===== src/design/int_pkg.sv =====
package int_pkg;

    // ========================================
    // Interrupt sources
    // ========================================
    localparam int NUM_OF_INT = 4;

    // Source order, also the IE/IP bit order
    localparam int INT_EXT0 = 0;
    localparam int INT_T0   = 1;
    localparam int INT_EXT1 = 2;
    localparam int INT_T1   = 3;

    typedef logic [NUM_OF_INT-1:0] int_mask_t;
    typedef logic [7:0]            int_vec_t;

    // Classic vector per source index
    localparam int_vec_t INT_VECTOR [NUM_OF_INT] = '{8'h03, 8'h0B, 8'h13, 8'h1B};

    // Nesting level of the interrupt in service
    typedef enum logic [1:0] {
        IDLE,
        LOW_ACTIVE,
        HIGH_ACTIVE
    } int_state_t;

endpackage


===== src/design/sfr_map_pkg.sv =====
package sfr_map_pkg;

    // ========================================
    // Data and address types
    // ========================================
    typedef logic [7:0] sfr_data_t;
    typedef logic [7:0] sfr_addr_t;

    // SFR addresses, classic 8051 map
    localparam sfr_addr_t TCON_ADDR = 8'h88;
    localparam sfr_addr_t TMOD_ADDR = 8'h89;
    localparam sfr_addr_t TL0_ADDR  = 8'h8A;
    localparam sfr_addr_t TL1_ADDR  = 8'h8B;
    localparam sfr_addr_t TH0_ADDR  = 8'h8C;
    localparam sfr_addr_t TH1_ADDR  = 8'h8D;
    localparam sfr_addr_t IE_ADDR   = 8'hA8;
    localparam sfr_addr_t IP_ADDR   = 8'hB8;

    // TCON fields, IT/IE bits 3..0 are plain storage
    localparam int TCON_TF1_INDEX = 7;
    localparam int TCON_TR1_INDEX = 6;
    localparam int TCON_TF0_INDEX = 5;
    localparam int TCON_TR0_INDEX = 4;

    // Global enable in IE
    localparam int IE_EA_INDEX = 7;

    // TMOD M1:M0 encoding, mode 3 not supported
    typedef enum logic [1:0] {
        MODE_13BIT       = 2'd0,
        MODE_16BIT       = 2'd1,
        MODE_8BIT_RELOAD = 2'd2,
        MODE_UNUSED      = 2'd3
    } timer_mode_t;

    // Readable register picked by the read address
    typedef enum logic [3:0] {
        SEL_NONE,
        SEL_IE,
        SEL_IP,
        SEL_TMOD,
        SEL_TCON,
        SEL_TL0,
        SEL_TH0,
        SEL_TL1,
        SEL_TH1
    } sfr_sel_t;

endpackage


===== src/design/int_controller.sv =====
module int_controller #(
    parameter int NUM_OF_INTX = 2
) (
    input  logic                   clk,
    input  logic                   reset_n,
    input  logic [NUM_OF_INTX-1:0] intx_i,
    input  logic                   t0_ovf_i,
    input  logic                   t1_ovf_i,
    input  sfr_map_pkg::sfr_data_t ie_i,
    input  sfr_map_pkg::sfr_data_t ip_i,
    input  logic                   interrupt_return_i,
    output logic                   int_gen_o,
    output int_pkg::int_vec_t      int_addr_o
);
    import sfr_map_pkg::*;
    import int_pkg::*;

    logic [NUM_OF_INTX-1:0] intx_meta;
    logic [NUM_OF_INTX-1:0] intx_sync;
    logic                   t0_pend;
    logic                   t1_pend;
    logic                   preempted_low;
    int_state_t             state_q;
    int_mask_t              pending;
    int_mask_t              eligible;
    int_mask_t              high_req;
    int_mask_t              low_req;
    int_mask_t              sel;
    int_mask_t              grant;
    logic                   issue;
    logic                   issue_high;
    int_vec_t               vec;

    // ========================================
    // Pin sync and timer pendings
    // ========================================
    // Pins idle high, so sync flops reset to 1
    always_ff @(posedge clk or negedge reset_n) begin
        if (!reset_n) begin
            intx_meta <= '1;
            intx_sync <= '1;
        end else begin
            intx_meta <= intx_i;
            intx_sync <= intx_meta;
        end
    end

    // New overflow wins over the clear from its own vector
    always_ff @(posedge clk or negedge reset_n) begin
        if (!reset_n) begin
            t0_pend <= 1'b0;
            t1_pend <= 1'b0;
        end else begin
            t0_pend <= (t0_pend & ~grant[INT_T0]) | t0_ovf_i;
            t1_pend <= (t1_pend & ~grant[INT_T1]) | t1_ovf_i;
        end
    end

    // Externals are level, active low
    always_comb begin
        pending           = '0;
        pending[INT_EXT0] = ~intx_sync[0];
        pending[INT_T0]   = t0_pend;
        pending[INT_EXT1] = ~intx_sync[1];
        pending[INT_T1]   = t1_pend;
    end

    assign eligible = pending & int_mask_t'(ie_i[NUM_OF_INT-1:0])
                    & {NUM_OF_INT{ie_i[IE_EA_INDEX]}};
    assign high_req = eligible & int_mask_t'(ip_i[NUM_OF_INT-1:0]);
    assign low_req  = eligible & ~int_mask_t'(ip_i[NUM_OF_INT-1:0]);

    // ========================================
    // Arbitration
    // ========================================
    // Nothing issues in a return cycle
    always_comb begin
        sel        = '0;
        issue_high = 1'b0;
        if (!interrupt_return_i) begin
            if ((state_q != HIGH_ACTIVE) && (|high_req)) begin
                sel        = high_req;
                issue_high = 1'b1;
            end else if (state_q == IDLE) begin
                sel = low_req;
            end
        end
    end

    // Lowest index wins, isolate lowest set bit
    assign grant = sel & (~sel + int_mask_t'(1));
    assign issue = |grant;

    always_comb begin
        vec = '0;
        for (int i = 0; i < NUM_OF_INT; i++) begin
            if (grant[i]) begin
                vec = INT_VECTOR[i];
            end
        end
    end

    // ========================================
    // Nesting FSM and outputs
    // ========================================
    always_ff @(posedge clk or negedge reset_n) begin
        if (!reset_n) begin
            state_q       <= IDLE;
            preempted_low <= 1'b0;
        end else if (interrupt_return_i) begin
            case (state_q)
                HIGH_ACTIVE: state_q <= preempted_low ? LOW_ACTIVE : IDLE;
                LOW_ACTIVE:  state_q <= IDLE;
                default:     state_q <= IDLE;
            endcase
        end else if (issue) begin
            if (issue_high) begin
                state_q       <= HIGH_ACTIVE;
                // Remember the level to drop back to
                preempted_low <= (state_q == LOW_ACTIVE);
            end else begin
                state_q <= LOW_ACTIVE;
            end
        end
    end

    // Vector holds until the next issue
    always_ff @(posedge clk or negedge reset_n) begin
        if (!reset_n) begin
            int_gen_o  <= 1'b0;
            int_addr_o <= '0;
        end else begin
            int_gen_o <= issue;
            if (issue) begin
                int_addr_o <= vec;
            end
        end
    end

endmodule


===== src/design/peripherals_top.sv =====
module peripherals_top #(
    parameter int NUM_OF_INTX = 2
) (
    input  logic                   clk,
    input  logic                   reset_n,
    input  logic [NUM_OF_INTX-1:0] intx_i,
    input  logic                   interrupt_return_i,
    input  logic                   wr_stb_i,
    input  logic                   wr_we_i,
    input  sfr_map_pkg::sfr_addr_t wr_adr_i,
    input  sfr_map_pkg::sfr_data_t wr_dat_i,
    input  logic                   rd_stb_i,
    input  sfr_map_pkg::sfr_addr_t rd_adr_i,
    input  logic                   timer_event_pulse_i,
    output sfr_map_pkg::sfr_data_t rd_dat_o,
    output logic                   rd_ack_o,
    output logic                   wr_ack_o,
    output int_pkg::int_vec_t      int_addr_o,
    output logic                   int_gen_o,
    output logic                   timer_pulse_out_o
);
    import sfr_map_pkg::*;

    logic      we_ie, we_ip, we_tmod, we_tcon;
    logic      we_tl0, we_th0, we_tl1, we_th1;
    sfr_sel_t  rd_sel;
    sfr_data_t ie, ip, tmod, tcon;
    sfr_data_t tl0, th0, tl1, th1;
    logic      t0_ovf, t1_ovf;

    // No wait states on either port
    assign wr_ack_o = wr_stb_i;
    assign rd_ack_o = rd_stb_i;

    // ========================================
    // Decode
    // ========================================
    sfr_decode u_decode (
        .wr_stb_i (wr_stb_i),  .wr_we_i  (wr_we_i),
        .wr_adr_i (wr_adr_i),  .rd_adr_i (rd_adr_i),
        .we_ie_o  (we_ie),     .we_ip_o  (we_ip),
        .we_tmod_o(we_tmod),   .we_tcon_o(we_tcon),
        .we_tl0_o (we_tl0),    .we_th0_o (we_th0),
        .we_tl1_o (we_tl1),    .we_th1_o (we_th1),
        .rd_sel_o (rd_sel)
    );

    // ========================================
    // Execute
    // ========================================
    sfr_control_regs u_regs (
        .clk      (clk),       .reset_n  (reset_n),
        .wr_dat_i (wr_dat_i),
        .we_ie_i  (we_ie),     .we_ip_i  (we_ip),
        .we_tmod_i(we_tmod),   .we_tcon_i(we_tcon),
        .tf0_set_i(t0_ovf),    .tf1_set_i(t1_ovf),
        .ie_o     (ie),        .ip_o     (ip),
        .tmod_o   (tmod),      .tcon_o   (tcon)
    );

    // TMOD low nibble is timer 0: GATE C/T M1 M0
    timer_8051 timer0 (
        .clk (clk), .reset_n (reset_n), .wr_dat_i (wr_dat_i),
        .we_tl_i (we_tl0), .we_th_i (we_th0),
        .run_i (tcon[TCON_TR0_INDEX]), .counter_mode_i (tmod[2]),
        .mode_i (timer_mode_t'(tmod[1:0])),
        .timer_event_pulse_i (timer_event_pulse_i),
        .tl_o (tl0), .th_o (th0), .overflow_o (t0_ovf)
    );

    // High nibble is timer 1
    timer_8051 timer1 (
        .clk (clk), .reset_n (reset_n), .wr_dat_i (wr_dat_i),
        .we_tl_i (we_tl1), .we_th_i (we_th1),
        .run_i (tcon[TCON_TR1_INDEX]), .counter_mode_i (tmod[6]),
        .mode_i (timer_mode_t'(tmod[5:4])),
        .timer_event_pulse_i (timer_event_pulse_i),
        .tl_o (tl1), .th_o (th1), .overflow_o (t1_ovf)
    );

    int_controller #(.NUM_OF_INTX(NUM_OF_INTX)) u_int (
        .clk (clk), .reset_n (reset_n), .intx_i (intx_i),
        .t0_ovf_i (t0_ovf), .t1_ovf_i (t1_ovf),
        .ie_i (ie), .ip_i (ip),
        .interrupt_return_i (interrupt_return_i),
        .int_gen_o (int_gen_o), .int_addr_o (int_addr_o)
    );

    // Square wave at half the timer 0 overflow rate
    always_ff @(posedge clk or negedge reset_n) begin
        if (!reset_n) begin
            timer_pulse_out_o <= 1'b0;
        end else if (t0_ovf) begin
            timer_pulse_out_o <= ~timer_pulse_out_o;
        end
    end

    // ========================================
    // Result
    // ========================================
    sfr_read_mux u_rd_mux (
        .rd_sel_i (rd_sel),
        .ie_i (ie), .ip_i (ip), .tmod_i (tmod), .tcon_i (tcon),
        .tl0_i (tl0), .th0_i (th0), .tl1_i (tl1), .th1_i (th1),
        .rd_dat_o (rd_dat_o)
    );

endmodule


===== src/design/sfr_control_regs.sv =====
module sfr_control_regs (
    input  logic                   clk,
    input  logic                   reset_n,
    input  sfr_map_pkg::sfr_data_t wr_dat_i,
    input  logic                   we_ie_i,
    input  logic                   we_ip_i,
    input  logic                   we_tmod_i,
    input  logic                   we_tcon_i,
    input  logic                   tf0_set_i,
    input  logic                   tf1_set_i,
    output sfr_map_pkg::sfr_data_t ie_o,
    output sfr_map_pkg::sfr_data_t ip_o,
    output sfr_map_pkg::sfr_data_t tmod_o,
    output sfr_map_pkg::sfr_data_t tcon_o
);
    import sfr_map_pkg::*;

    // Overflow flags raised by the timers this cycle
    sfr_data_t tf_set_mask;

    always_comb begin
        tf_set_mask = '0;
        tf_set_mask[TCON_TF0_INDEX] = tf0_set_i;
        tf_set_mask[TCON_TF1_INDEX] = tf1_set_i;
    end

    // ========================================
    // IE, IP, TMOD
    // ========================================
    always_ff @(posedge clk or negedge reset_n) begin
        if (!reset_n) begin
            ie_o   <= '0;
            ip_o   <= '0;
            tmod_o <= '0;
        end else begin
            if (we_ie_i) begin
                ie_o <= wr_dat_i;
            end
            if (we_ip_i) begin
                ip_o <= wr_dat_i;
            end
            // GATE bits land here too, nothing looks at them
            if (we_tmod_i) begin
                tmod_o <= wr_dat_i;
            end
        end
    end

    // ========================================
    // TCON
    // ========================================
    // Bus write beats a same-cycle overflow
    // Software clears TF by writing 0
    always_ff @(posedge clk or negedge reset_n) begin
        if (!reset_n) begin
            tcon_o <= '0;
        end else if (we_tcon_i) begin
            tcon_o <= wr_dat_i;
        end else begin
            tcon_o <= tcon_o | tf_set_mask;
        end
    end

endmodule


===== src/design/sfr_decode.sv =====
module sfr_decode (
    input  logic                   wr_stb_i,
    input  logic                   wr_we_i,
    input  sfr_map_pkg::sfr_addr_t wr_adr_i,
    input  sfr_map_pkg::sfr_addr_t rd_adr_i,
    output logic                   we_ie_o,
    output logic                   we_ip_o,
    output logic                   we_tmod_o,
    output logic                   we_tcon_o,
    output logic                   we_tl0_o,
    output logic                   we_th0_o,
    output logic                   we_tl1_o,
    output logic                   we_th1_o,
    output sfr_map_pkg::sfr_sel_t  rd_sel_o
);
    import sfr_map_pkg::*;

    // Write only when both strobes are up
    logic wr_valid;

    assign wr_valid = wr_stb_i & wr_we_i;

    // One-hot write enables
    always_comb begin
        we_ie_o   = 1'b0;
        we_ip_o   = 1'b0;
        we_tmod_o = 1'b0;
        we_tcon_o = 1'b0;
        we_tl0_o  = 1'b0;
        we_th0_o  = 1'b0;
        we_tl1_o  = 1'b0;
        we_th1_o  = 1'b0;
        if (wr_valid) begin
            case (wr_adr_i)
                IE_ADDR:   we_ie_o   = 1'b1;
                IP_ADDR:   we_ip_o   = 1'b1;
                TMOD_ADDR: we_tmod_o = 1'b1;
                TCON_ADDR: we_tcon_o = 1'b1;
                TL0_ADDR:  we_tl0_o  = 1'b1;
                TH0_ADDR:  we_th0_o  = 1'b1;
                TL1_ADDR:  we_tl1_o  = 1'b1;
                TH1_ADDR:  we_th1_o  = 1'b1;
                default: ;
            endcase
        end
    end

    // Read select, unmapped falls to SEL_NONE
    always_comb begin
        case (rd_adr_i)
            IE_ADDR:   rd_sel_o = SEL_IE;
            IP_ADDR:   rd_sel_o = SEL_IP;
            TMOD_ADDR: rd_sel_o = SEL_TMOD;
            TCON_ADDR: rd_sel_o = SEL_TCON;
            TL0_ADDR:  rd_sel_o = SEL_TL0;
            TH0_ADDR:  rd_sel_o = SEL_TH0;
            TL1_ADDR:  rd_sel_o = SEL_TL1;
            TH1_ADDR:  rd_sel_o = SEL_TH1;
            default:   rd_sel_o = SEL_NONE;
        endcase
    end

endmodule


===== src/design/sfr_read_mux.sv =====
module sfr_read_mux (
    input  sfr_map_pkg::sfr_sel_t  rd_sel_i,
    input  sfr_map_pkg::sfr_data_t ie_i,
    input  sfr_map_pkg::sfr_data_t ip_i,
    input  sfr_map_pkg::sfr_data_t tmod_i,
    input  sfr_map_pkg::sfr_data_t tcon_i,
    input  sfr_map_pkg::sfr_data_t tl0_i,
    input  sfr_map_pkg::sfr_data_t th0_i,
    input  sfr_map_pkg::sfr_data_t tl1_i,
    input  sfr_map_pkg::sfr_data_t th1_i,
    output sfr_map_pkg::sfr_data_t rd_dat_o
);
    import sfr_map_pkg::*;

    // Same-cycle read data, unmapped reads 00h
    always_comb begin
        case (rd_sel_i)
            SEL_IE:   rd_dat_o = ie_i;
            SEL_IP:   rd_dat_o = ip_i;
            SEL_TMOD: rd_dat_o = tmod_i;
            SEL_TCON: rd_dat_o = tcon_i;
            SEL_TL0:  rd_dat_o = tl0_i;
            SEL_TH0:  rd_dat_o = th0_i;
            SEL_TL1:  rd_dat_o = tl1_i;
            SEL_TH1:  rd_dat_o = th1_i;
            SEL_NONE: rd_dat_o = '0;
            default:  rd_dat_o = '0;
        endcase
    end

endmodule


===== src/design/timer_8051.sv =====
module timer_8051 (
    input  logic                     clk,
    input  logic                     reset_n,
    input  sfr_map_pkg::sfr_data_t   wr_dat_i,
    input  logic                     we_tl_i,
    input  logic                     we_th_i,
    input  logic                     run_i,
    input  logic                     counter_mode_i,
    input  sfr_map_pkg::timer_mode_t mode_i,
    input  logic                     timer_event_pulse_i,
    output sfr_map_pkg::sfr_data_t   tl_o,
    output sfr_map_pkg::sfr_data_t   th_o,
    output logic                     overflow_o
);
    import sfr_map_pkg::*;

    logic      inc;
    logic      at_max;
    sfr_data_t tl_next;
    sfr_data_t th_next;

    // Clock tick in timer mode, event tick in counter mode
    assign inc = run_i & (counter_mode_i ? timer_event_pulse_i : 1'b1);

    // ========================================
    // Next count per mode
    // ========================================
    always_comb begin
        at_max  = 1'b0;
        tl_next = tl_o;
        th_next = th_o;
        case (mode_i)
            MODE_13BIT: begin
                // TH:TL[4:0], TL[7:5] left alone
                at_max = (th_o == 8'hFF) && (tl_o[4:0] == 5'h1F);
                {th_next, tl_next[4:0]} = {th_o, tl_o[4:0]} + 13'd1;
            end
            MODE_16BIT: begin
                at_max = ({th_o, tl_o} == 16'hFFFF);
                {th_next, tl_next} = {th_o, tl_o} + 16'd1;
            end
            MODE_8BIT_RELOAD: begin
                // TL wraps back to TH
                at_max  = (tl_o == 8'hFF);
                tl_next = at_max ? th_o : tl_o + 8'd1;
            end
            MODE_UNUSED: begin
                // Timer holds
            end
        endcase
    end

    // Pulse in the counting cycle that wraps
    assign overflow_o = inc & at_max;

    // ========================================
    // Count registers
    // ========================================
    // Bus write takes the byte over the count
    always_ff @(posedge clk or negedge reset_n) begin
        if (!reset_n) begin
            tl_o <= '0;
            th_o <= '0;
        end else begin
            if (we_tl_i) begin
                tl_o <= wr_dat_i;
            end else if (inc) begin
                tl_o <= tl_next;
            end
            if (we_th_i) begin
                th_o <= wr_dat_i;
            end else if (inc) begin
                th_o <= th_next;
            end
        end
    end

endmodule


===== config.mk =====
export PLATFORM = sky130hd
export DESIGN_NAME = peripherals_top
export DESIGN_NICKNAME = d
export VERILOG_FILES = /design/src/design/int_pkg.sv /design/src/design/sfr_map_pkg.sv /design/src/design/int_controller.sv /design/src/design/peripherals_top.sv /design/src/design/sfr_control_regs.sv /design/src/design/sfr_decode.sv /design/src/design/sfr_read_mux.sv /design/src/design/timer_8051.sv
export SDC_FILE = /design/constraint.sdc
export NUM_CORES = 1
export LEC_CHECK = 0
export ABC_AREA = 1
export ABC_CLOCK_PERIOD_IN_PS = 3200
export BUFFER_PORTS_ARGS = -buffer_cell sky130_fd_sc_hd__buf_2
export CAP_MARGIN = 25
export CORE_ASPECT_RATIO = 1.4
export CORE_UTILIZATION = 30
export CTS_CLUSTER_DIAMETER = 200
export DETAILED_ROUTE_END_ITERATION = 16
export GPL_TIMING_DRIVEN = 0
export PLACE_DENSITY = 0.47
export SYNTH_ARGS = -nofsm -noshare
export SYNTH_HDL_FRONTEND = slang
export SYNTH_HIERARCHICAL = 1
export SYNTH_SLANG_ARGS = --single-unit

===== constraint.sdc =====
create_clock -name clk -period 3.2 [get_ports clk]
set_input_delay 0.48 -clock clk [delete_from_list [all_inputs] [get_ports clk]]
set_output_delay 0.48 -clock clk [all_outputs]
set_load 0.05 [all_outputs]

==> results of run 1 <==
registers in the layout, indices dropped and copies added (netlist names), 2 cells and up:
register,count
timer0/th_o,8
timer0/tl_o,8
timer1/th_o,8
timer1/tl_o,8
u_int/int_addr_o,3
u_int/intx_meta,2
u_int/intx_sync,2
u_int/state_q,2
u_regs/ie_o,8
u_regs/ip_o,8
u_regs/tcon_o,8
u_regs/tmod_o,8
power groups by stage:
stage / Combinational (W) / Sequential [W] / Clock, W
after floorplan: 0.000202 / 0.00111 / 0
after global placement: 0.000342 / 0.00111 / 0
after detailed placement: 0.000348 / 0.00111 / 0
after CTS: 0.000350 / 0.00109 / 0.00105
after global routing: 0.000390 / 0.00110 / 0.00109
final: 0.000344 / 0.00109 / 0.00102
critical path, delay by kind of cell:
kind | cells | cell delay, ns
buffers and inverters | 4 | 0.50
and+or+nand+nor | 8 | 1.34
worst paths after layout:
path / startpoint / to / slack, ns
worst max-delay path: rd_adr_i[6] / rd_dat_o[5] / 0.39
worst min-delay path: reset_n / timer_pulse_out_o$_DFFE_PN0P_ / 0.007
worst min register to register: u_int/intx_meta[0]$_DFF_PN1_ / u_int/intx_sync[0]$_DFF_PN1_ / 0.36
worst max register to register: timer0/tl_o[0]$_DFFE_PN0P_ / u_regs/tcon_o[5]$_DFF_PN0_ / 0.96
min in group clk: intx_i[1] / u_int/intx_meta[1]$_DFF_PN1_ / 0.22
max in group asynchronous: reset_n / timer1/tl_o[2]$_DFFE_PN0P_ / 2.57
stage by stage:
step / instance area (um2) / power [W]
2_1_floorplan: 6020 / 0.00131
3_3_place_gp: 6570 / 0.00145
3_5_place_dp: 6600 / 0.00146
4_1_cts: 6880 / 0.00250
5_1_grt: 6880 / 0.00258
6_report: 6880 / 0.00245
cell type report:
type | count | area [um2]
plain buffers | 27 | 198
clock buffers | 9 | 225
clock inverters | 7 | 56.3
fillers | 2170 | 12600
inverters | 128 | 480
multi-input cells | 697 | 3390
flip-flops and latches | 78 | 1960
well taps | 248 | 310
repair buffers | 48 | 265
per-layer routing:
layer	vias to the layer above	GRT usage [%]	wire length, um
met5	-	0	0
met1	2785	25.5	8710
met4	0	9.98	761
met3	37	2.76	698
met2	150	35.4	9980
li1	3074	-	-
cells in the final DEF, fill, tap and decap left out, drive strengths merged:
cell type / instances
a21boi: 2
a21o: 1
a21oi: 31
and2: 2
buf: 71
clkbuf: 13
clkinv: 4
clkinvlp: 1
conb: 4
dfrtp: 74
dfstp: 4
ha: 14
inv: 130
nand2: 309
nand3: 130
nand3b: 2
nand4: 17
nor2: 92
nor3: 6
nor3b: 1
o211ai: 4
o21ai: 56
o21bai: 6
o22ai: 7
or2: 3
xnor2: 6
xor2: 4
kinds of logic (layout without fill, tap and decap cells):
group,Yosys count,count (layout),share of synthesized area [%]
simple gates,562,562,41.8
buf+inv,155,219,11.3
flops,78,78,32.5
compound gates,107,107,9.91
fa+ha+maj,14,14,2.91
other cells,1,4,0.0624
xor+xnor,10,10,1.46
==> flow_summary.toml, run 1 <==
[worst_hold_path]
hold_class = "input port to async pin"

[synth]
synth-edff-count = 0
synth_warnings = 6
synthTopCellsByCount = "nand2_1 (294), nand3_1 (129), inv_1 (123)"
syn_area_per_cell_um2 = 6.49
ys_ff_latch = 78
ys_seq_area_share_pct = 32.5
synth-async-reset-ratio_pct = 100
synth.most_common_cell = "nand2_1"
synth_cells = 927
synth.top_cell.area_share_pct = 30.8
synthDistinctLibCells = 38
netlist_area_um2 = 6010
synth_ff_type = "dfrtp_1"
synth_area_leaders = "dfrtp_1 (31%), nand2_1 (18%), nand3_1 (11%)"
synth_top_cell_by_area = "dfrtp_1"

[worst_setup_path]
crit_fanout = 8
cp.required_ns = 2.72
crit_arrival_ns = 2.33
end_kind = "output port"
critPathSlowestCell = "nor2_1"
cp_slowest_stage_delay_ns = 0.41
cp-start-kind = "input port"
worstRegToRegCells = 10
crit_type = "input port to output port"
worstPathCellList = "buf_2 > inv_1 > nand2_2 > nor2_4 > nor3b_2 > inv_1 > nor2_1 > nand3_1 > nand2_1 > nor2_1 > nand2_1 > buf_2"

[clock_tree]
path_clk_slew_ns = 0.07
htree_levels = 3
postCtsHoldBufs = 0
cts.repair.resized = 0
cts_buffer_depth = 2
numCtsBuffers = 9
cts_root_buf = "clkbuf_16"
cts_num_sinks = 78
cts_tree = "done"
clock_latency_ns = 0.36
cts_setup_buffers = 0

[die]
start_util_pct = 30.9
core_um2 = 19400
ioPinCount = 53
dieWidth_um = 122
std_cell_rows = 60
fp.dieH_um = 170
die_area_um2 = 20600

[place]
place_worst_setup_slack_ns = 0.399
gp_congestion = 0.889
port_buffers = 47
dp_cells = 1226
post-dp-hpwl_mm = 15.3

[pwr]
powerDensity_nw_per_um2 = 357
power_switching_share_pct = 31.9
p_switching_w = 0.000782
peakVddDrop_uv = 186
power.leakage_nw = 3.67
pwr-share-clk_pct = 41.5
internal_power_w = 0.00167
p_seq_share_pct = 44.5
pwr-share-comb_pct = 14.0

[cells_and_area]
fin_util_pct = 35.4
fin_nets = 1036
area_growth_pct = 14.4
drive_above_1_share_pct = 14.4
stdcell_count = 1242
diodes = 0

[detailed_routing]
drc = 0
wire_per_inst_um = 16.2
postRouteAntennaNets = 0
first_pass_iters = 5
drt_wl_total_mm = 20.2
num_vias = 6046
drt-initial-drc-count = 389
avgViaCountPerCell = 4.87

[global_route]
grt_pass1_vias = 5676
grt.total_usage_pct = 20.8
grt_pass1_wl_mm = 32.0
grt_max_degree = 59
grt.overflow.total = 0
antenna_found_initial = 0

[sta]
fin_worst_hold_slack_ns = 0.00665
maxClockFrequency_ghz = 0.356
setup_tns_ns = 0
finClkSkew_ns = 0.00831
worst_slack_ns = 0.387
post-route-min-period_ns = 2.81
max-slew-margin-rel_pct = 43.4
setup_viol = 0
min_period_over_period_pct = 87.9
hold_viol = 0
max_slew.worst_pin.slew_ns = 0.849
slew_viol_final = 0
rsz0062_at_grt = "no"

[outcome]
outcome = "finished clean"

[job]
drv_cap = 0
No activity file was read; power rests on OpenSTA's default activity.
==> run 2: changes to the inputs <==
--- a/config.mk
+++ b/config.mk
@@ -5,7 +5,6 @@
 export SDC_FILE = /design/constraint.sdc
 export NUM_CORES = 1
 export LEC_CHECK = 0
-export ABC_AREA = 1
 export ABC_CLOCK_PERIOD_IN_PS = 3200
 export BUFFER_PORTS_ARGS = -buffer_cell sky130_fd_sc_hd__buf_2
 export CAP_MARGIN = 25
==> run 2 against run 1 <==
Synthesized cell count decreased by 33%. Global-route usage fell by 1.1 points. Final cell count down 24%.
==> flow_summary.toml, run 2 <==
[sta]
maxClockFrequency_ghz = 0.315
min_period_over_period_pct = 99.1
rsz0062_at_grt = "yes"
post-route-min-period_ns = 3.17
hold_viol = 0
finClkSkew_ns = 0.00842
setup_viol = 0
max-slew-margin-rel_pct = 49.7
fin_worst_hold_slack_ns = 0.223
slew_viol_final = 0
setup_tns_ns = 0
max_slew.worst_pin.slew_ns = 0.749

[worst_hold_path]
hold_end = "u_int/intx_meta[0]$_DFF_PN1_"
hold_start = "intx_i[0]"
hold_class = "input port to flip-flop"
holdPathStages = 1

[synth]
yosys.area_share.adder_pct = 3.02
synth_top_cell_by_area = "dfrtp_1"
synth-edff-count = 0
netlist_area_um2 = 5790
synth_area_leaders = "dfrtp_1 (32%), mux2_4 (7.8%), nand3b_1 (6.5%)"
synth_cells = 622
synth.top_cell.area_share_pct = 32.0
synthTopCellsByCount = "dfrtp_1 (74), nand3b_1 (50), nand2_1 (49)"
ys_ff_latch = 78
synth_top_family_by_area = "simple AND/OR/NAND/NOR gates"
synth-async-reset-ratio_pct = 100
syn_area_per_cell_um2 = 9.31
synthDistinctLibCells = 73
synth_compound_area_share_pct = 17.8
synthSimpleGateAreaFrac_pct = 29.1
ys_seq_area_share_pct = 33.8
synth_ff_type = "dfrtp_1"
synthXorXnorAreaFrac_pct = 0.907
synthMuxAreaShare_pct = 9.55
synth.most_common_cell = "dfrtp_1"
synth_warnings = 6

[detailed_routing]
first_pass_iters = 5
drt_wl_total_mm = 19.1
wire_per_inst_um = 20.3
num_vias = 5302
avgViaCountPerCell = 5.63
postRouteAntennaNets = 0
drt-initial-drc-count = 396
drc = 0

[worst_setup_path]
crit_type = "input port to output port"
r2r_slack_ns = 0.21
worstPathCellList = "buf_2 > nand3b_1 > or3_4 > a211oi_4 > buf_6 > buf_8 > mux2i_1 > nor2_1 > or4_1 > buf_4"
worst_path_dominant_cell_family = "simple AND/OR/NAND/NOR gates"
end_kind = "output port"
r2r-start = "timer1/tl_o[0]$_DFFE_PN0P_"
reg2reg_to = "u_regs/tcon_o[7]$_DFF_PN0_"
cp-start-kind = "input port"
crit_fanout = 10
cp_slowest_stage_delay_ns = 0.50
cp.required_ns = 2.72
crit_arrival_ns = 2.69
worstRegToRegCells = 9
crit_buf_inv = 4
critPathSlowestCell = "or4_1"

[clock_tree]
cts_num_sinks = 78
htree_levels = 3
cts_buffer_depth = 2
path_clk_slew_ns = 0.06
numCtsBuffers = 9
cts_root_buf = "clkbuf_16"
cts_tree = "done"
clock_latency_ns = 0.35

[pwr]
report.power.total_w = 0.00295
peakVddDrop_uv = 259
powerDensity_nw_per_um2 = 427
power.leakage_nw = 2.70

[global_route]
grt_max_degree = 63
grt_pass1_vias = 5170
grt.overflow.total = 0
grt_pass1_wl_mm = 29.9
antenna_found_initial = 0
grt.total_usage_pct = 19.7

[cells_and_area]
fin_nets = 739
n_fill_cell = 1959
final-seq-area_um2 = 1960
drive_above_1_share_pct = 26.0
final_common_cell = "dfrtp_1"
area_growth_pct = 19.3
diodes = 0
multiInputGateArea_um2 = 3600
final_cell_mix = "dfrtp_1 (74), nand3b_1 (50), nand2_1 (49), buf_2 (47), a21oi_1 (33)"

[place]
port_buffers = 47
gp_congestion = 0.939
post-dp-hpwl_mm = 13.9

[die]
ioPinCount = 53
std_cell_rows = 59
core_um2 = 18800
fp.dieH_um = 166
die_area_um2 = 19900
start_util_pct = 30.9
dieWidth_um = 119

[job]
drv_cap = 0

[outcome]
outcome = "finished clean"
run 2: worst register-to-register path, cell delays in order, from the launching register on:
cell and delay (ns):
dfrtp_1 0.54, ha_1 0.23, nand3_1 0.22, inv_1 0.14
buf_2 0.22, nand3_1 0.26, a211o_1 0.38, a211oi_1 0.63
nor2_1 0.12, o21ai_0 0.18
run 2: cell type report:
type                            count  area share [%]
Clock buffer                        9            3.26
Tap cell                          244            4.42
Inverter                           22            1.20
Sequential cell                    78            28.3
Clock inverter                      7            1.41
Multi-Input combinational cell    486            52.1
Timing Repair Buffer               56            5.32
Buffer                             39            4.00
run 2: worst max path at each step:
stage	startpoint	endpoint	slack, ns	cells past startpoint
6_report	rd_adr_i[6]	rd_dat_o[1]	0.03	10
5_1_grt	rd_adr_i[6]	rd_dat_o[1]	-0.04	10
4_1_cts	rd_adr_i[4]	rd_dat_o[5]	-0.02	8
3_5_place_dp	rd_adr_i[6]	rd_dat_o[5]	-0.38	9
3_3_place_gp	rd_adr_i[6]	rd_dat_o[5]	-0.33	9
2_1_floorplan	rd_adr_i[6]	rd_dat_o[5]	0.16	7
run 2: metal layers:
layer | track usage, % | share of wire, %
met5 | 0 | 0
met4 | 9.02 | 3.4
met3 | 3.12 | 4.4
met2 | 33.0 | 50
met1 | 24.4 | 42
run 2: cell families after synthesis:
logic type | after synthesis
AO/OA/AOI/OAI | 147
XOR/XNOR | 6
adder cells (fa/ha/maj) | 14
buffers and inverters | 61
flip-flops | 78
multiplexers | 40
other | 1
AND/OR/NAND/NOR | 275
run 2: report_power, final:
group | switching (W) | internal [W] | total (W)
Sequential | 0.000175 | 0.00107 | 0.00125
Clock | 0.000451 | 0.000686 | 0.00114
Combinational | 0.000331 | 0.000236 | 0.000567
Total | 0.000957 | 0.00200 | 0.00295
run 2: timing repair:
item                                    4_1_cts  5_1_grt
pin swaps                                     1        1
endpoints found under the hold margin         4        0
endpoints found under the setup margin        8        8
hold buffers                                  1        0
setup buffers                                 3        4
gates resized for setup                      18       26
run 2: stage by stage:
stage | util [%] | setup slack (ns) | cell area, um2 | std cells
3_3_place_gp | 33.9 | -0.334 | 6350 | 916
3_5_place_dp | 34.0 | -0.380 | 6380 | 917
4_1_cts | 36.3 | -0.0182 | 6800 | 937
2_1_floorplan | - | 0.165 | 5810 | 625
6_report | 36.8 | 0.0282 | 6910 | 941
5_1_grt | 36.8 | -0.0416 | 6910 | 941
==> run 3: changes to the inputs <==
--- a/config.mk
+++ b/config.mk
@@ -14,6 +14,7 @@
 export DETAILED_ROUTE_END_ITERATION = 16
 export GPL_TIMING_DRIVEN = 0
 export PLACE_DENSITY = 0.47
+export REMOVE_ABC_BUFFERS = 1
 export SYNTH_ARGS = -nofsm -noshare
 export SYNTH_HDL_FRONTEND = slang
 export SYNTH_HIERARCHICAL = 1
==> run 3 against run 2 <==
Combinational power is 8.8% lower. Flip-flop and latch count stayed put. Via count is 2.6% lower. Sequential share of layout area is 0.15 points higher. Clock power is 7% lower. Non-clock buffer count is 29 lower. Final cell count is 3.1% lower. Clock skew is 0.0024 ns lower.
==> flow_summary.toml, run 3 (synthesized netlist as in run 2, its figures left out) <==
[outcome]
outcome = "finished clean"

[cells_and_area]
final_cell_mix = "dfrtp_1 (74), nand3b_1 (50), nand2_1 (49), buf_2 (37), a21oi_1 (33)"
area_growth_pct = 18.6
drive_above_1_share_pct = 25.9
stdcell_count = 912
diodes = 0
final_common_cell = "dfrtp_1"
n_fill_cell = 1892
fin_nets = 710

[sta]
min_period_over_period_pct = 97.5
post-route-min-period_ns = 3.12
maxClockFrequency_ghz = 0.320
max-slew-margin-rel_pct = 32.4
rsz0062_at_grt = "yes"
finClkSkew_ns = 0.00603
hold_viol = 0
setup_tns_ns = 0
max_slew.worst_pin.slew_ns = 1.01
setup_viol = 0
fin_worst_hold_slack_ns = 0.0539
slew_viol_final = 0

[clock_tree]
clock_latency_ns = 0.34
htree_levels = 3
path_clk_slew_ns = 0.07
numCtsBuffers = 9
cts_tree = "done"
cts_root_buf = "clkbuf_16"
postCtsHoldBufs = 0
cts_num_sinks = 78
cts_buffer_depth = 2

[place]
port_buffers = 46
dp_cells = 883
post-dp-hpwl_mm = 13.2
gp_congestion = 0.831

[detailed_routing]
avgViaCountPerCell = 5.66
drc = 0
drt-met1-wl_mm = 7.78
drt-initial-drc-count = 408
postRouteAntennaNets = 0
met2_length_mm = 9.23
drt_wl_total_mm = 18.5
dr.max_layer_used = "met4"
route.met3.wl_um = 719
first_pass_iters = 4
wire_per_inst_um = 20.3
num_vias = 5163

[worst_setup_path]
cp_common_cell = "buf_6"
crit_type = "input port to output port"
crit_fanout = 13
worstPathCellList = "buf_2 > nand3b_1 > or3_4 > a211oi_4 > buf_6 > buf_12 > mux2i_2 > nor2_1 > or4_4 > buf_6"
r2r-start = "timer0/tl_o[0]$_DFFE_PN0P_"
cp_slowest_stage_delay_ns = 0.51
reg2reg_to = "u_regs/tcon_o[5]$_DFF_PN0_"
crit_arrival_ns = 2.64
worstRegToRegCells = 8
critPathSlowestCell = "or4_4"
end_kind = "output port"
r2r_slack_ns = 0.22
cp-start-kind = "input port"
cp.required_ns = 2.72

[global_route]
grt.overflow.total = 0
grt_pass1_vias = 5117
antenna_found_initial = 0
grt.total_usage_pct = 19.0
grt_max_degree = 54
grt_pass1_wl_mm = 29.1

[die]
die_area_um2 = 19900
std_cell_rows = 59
start_util_pct = 30.9
ioPinCount = 53
fp.dieH_um = 166
dieWidth_um = 119
core_um2 = 18800

[pwr]
pwr-share-comb_pct = 18.1
internal_power_w = 0.00191
p_switching_w = 0.000955
power.leakage_nw = 2.60
p_seq_share_pct = 44.8
peakVddDrop_uv = 231
pwr-share-clk_pct = 37.1
report.power.total_w = 0.00286
power_switching_share_pct = 33.4
powerDensity_nw_per_um2 = 416

[job]
drv_cap = 0

[worst_hold_path]
hold_class = "input port to async pin"
[run 3: changes by cell type in the layout (fill, tap and decap cells not counted), sizes merged]
cell / previous run / this run
inv: 21 / 23
clkbuf: 18 / 11
bufinv: 2 / 1
clkinv: 4 / 3
buf: 85 / 64
dlygate4sd3: 1 / 0
[run 3: metal layers]
metal / up-vias / track usage [%]
met5: - / 0
met4: 0 / 9.67
met3: 40 / 2.91
met2: 142 / 32.0
met1: 2551 / 23.2
li1: 2430 / -
[run 3: cell type report]
class | instances | area, um2 | share of cell area (%)
inverters | 22 | 82.6 | 1.20
repair buffers | 66 | 564 | 8.21
clock inverters | 7 | 80.1 | 1.17
flip-flops and latches | 78 | 1960 | 28.5
well taps | 244 | 305 | 4.44
multi-input cells | 486 | 3660 | 53.2
clock buffers | 9 | 225 | 3.28
[run 3: per-stage QoR]
stage	worst slack, ns	area, um2	util [%]
finish	0.0789	6870	36.7
global route	0.00168	6870	36.7
CTS	-0.0145	6760	36.0
detailed placement	-0.679	6220	33.2
global placement	-2.35	6090	32.5
floorplan	-1.13	5550	-
[run 3: worst max-delay path, delay by kind of cell]
kind                   cells  cell delay (ns)
buffers and inverters      4             0.56
AND/OR/NAND/NOR            4             1.16
multiplexers               1             0.25
AO/OA/AOI/OAI              1             0.17
[run 3: worst max-delay path by stage]
stage | start | endpoint | slack [ns]
2_1_floorplan | rd_adr_i[6] | rd_dat_o[0] | -1.13
3_3_place_gp | rd_adr_i[1] | rd_dat_o[0] | -2.35
3_5_place_dp | rd_adr_i[6] | rd_dat_o[2] | -0.68
4_1_cts | rd_adr_i[4] | rd_dat_o[7] | -0.01
5_1_grt | rd_adr_i[6] | rd_dat_o[0] | 0.002
6_report | rd_adr_i[6] | rd_dat_o[2] | 0.08
[run 3: power groups by stage]
stage               logic, W  registers, W  clock network (W)
finish              0.000517       0.00128            0.00106
global route        0.000581       0.00130            0.00114
CTS                 0.000512       0.00127            0.00110
detailed placement  0.000502       0.00128                  0
global placement    0.000483       0.00128                  0
floorplan           0.000336       0.00122                  0
[run 3: repair_timing]
action	4_1_cts	5_1_grt
gates cloned	1	1
pin swaps	3	1
gates resized for setup	31	13
buffers inserted	7	3
endpoints found under the setup margin	8	8
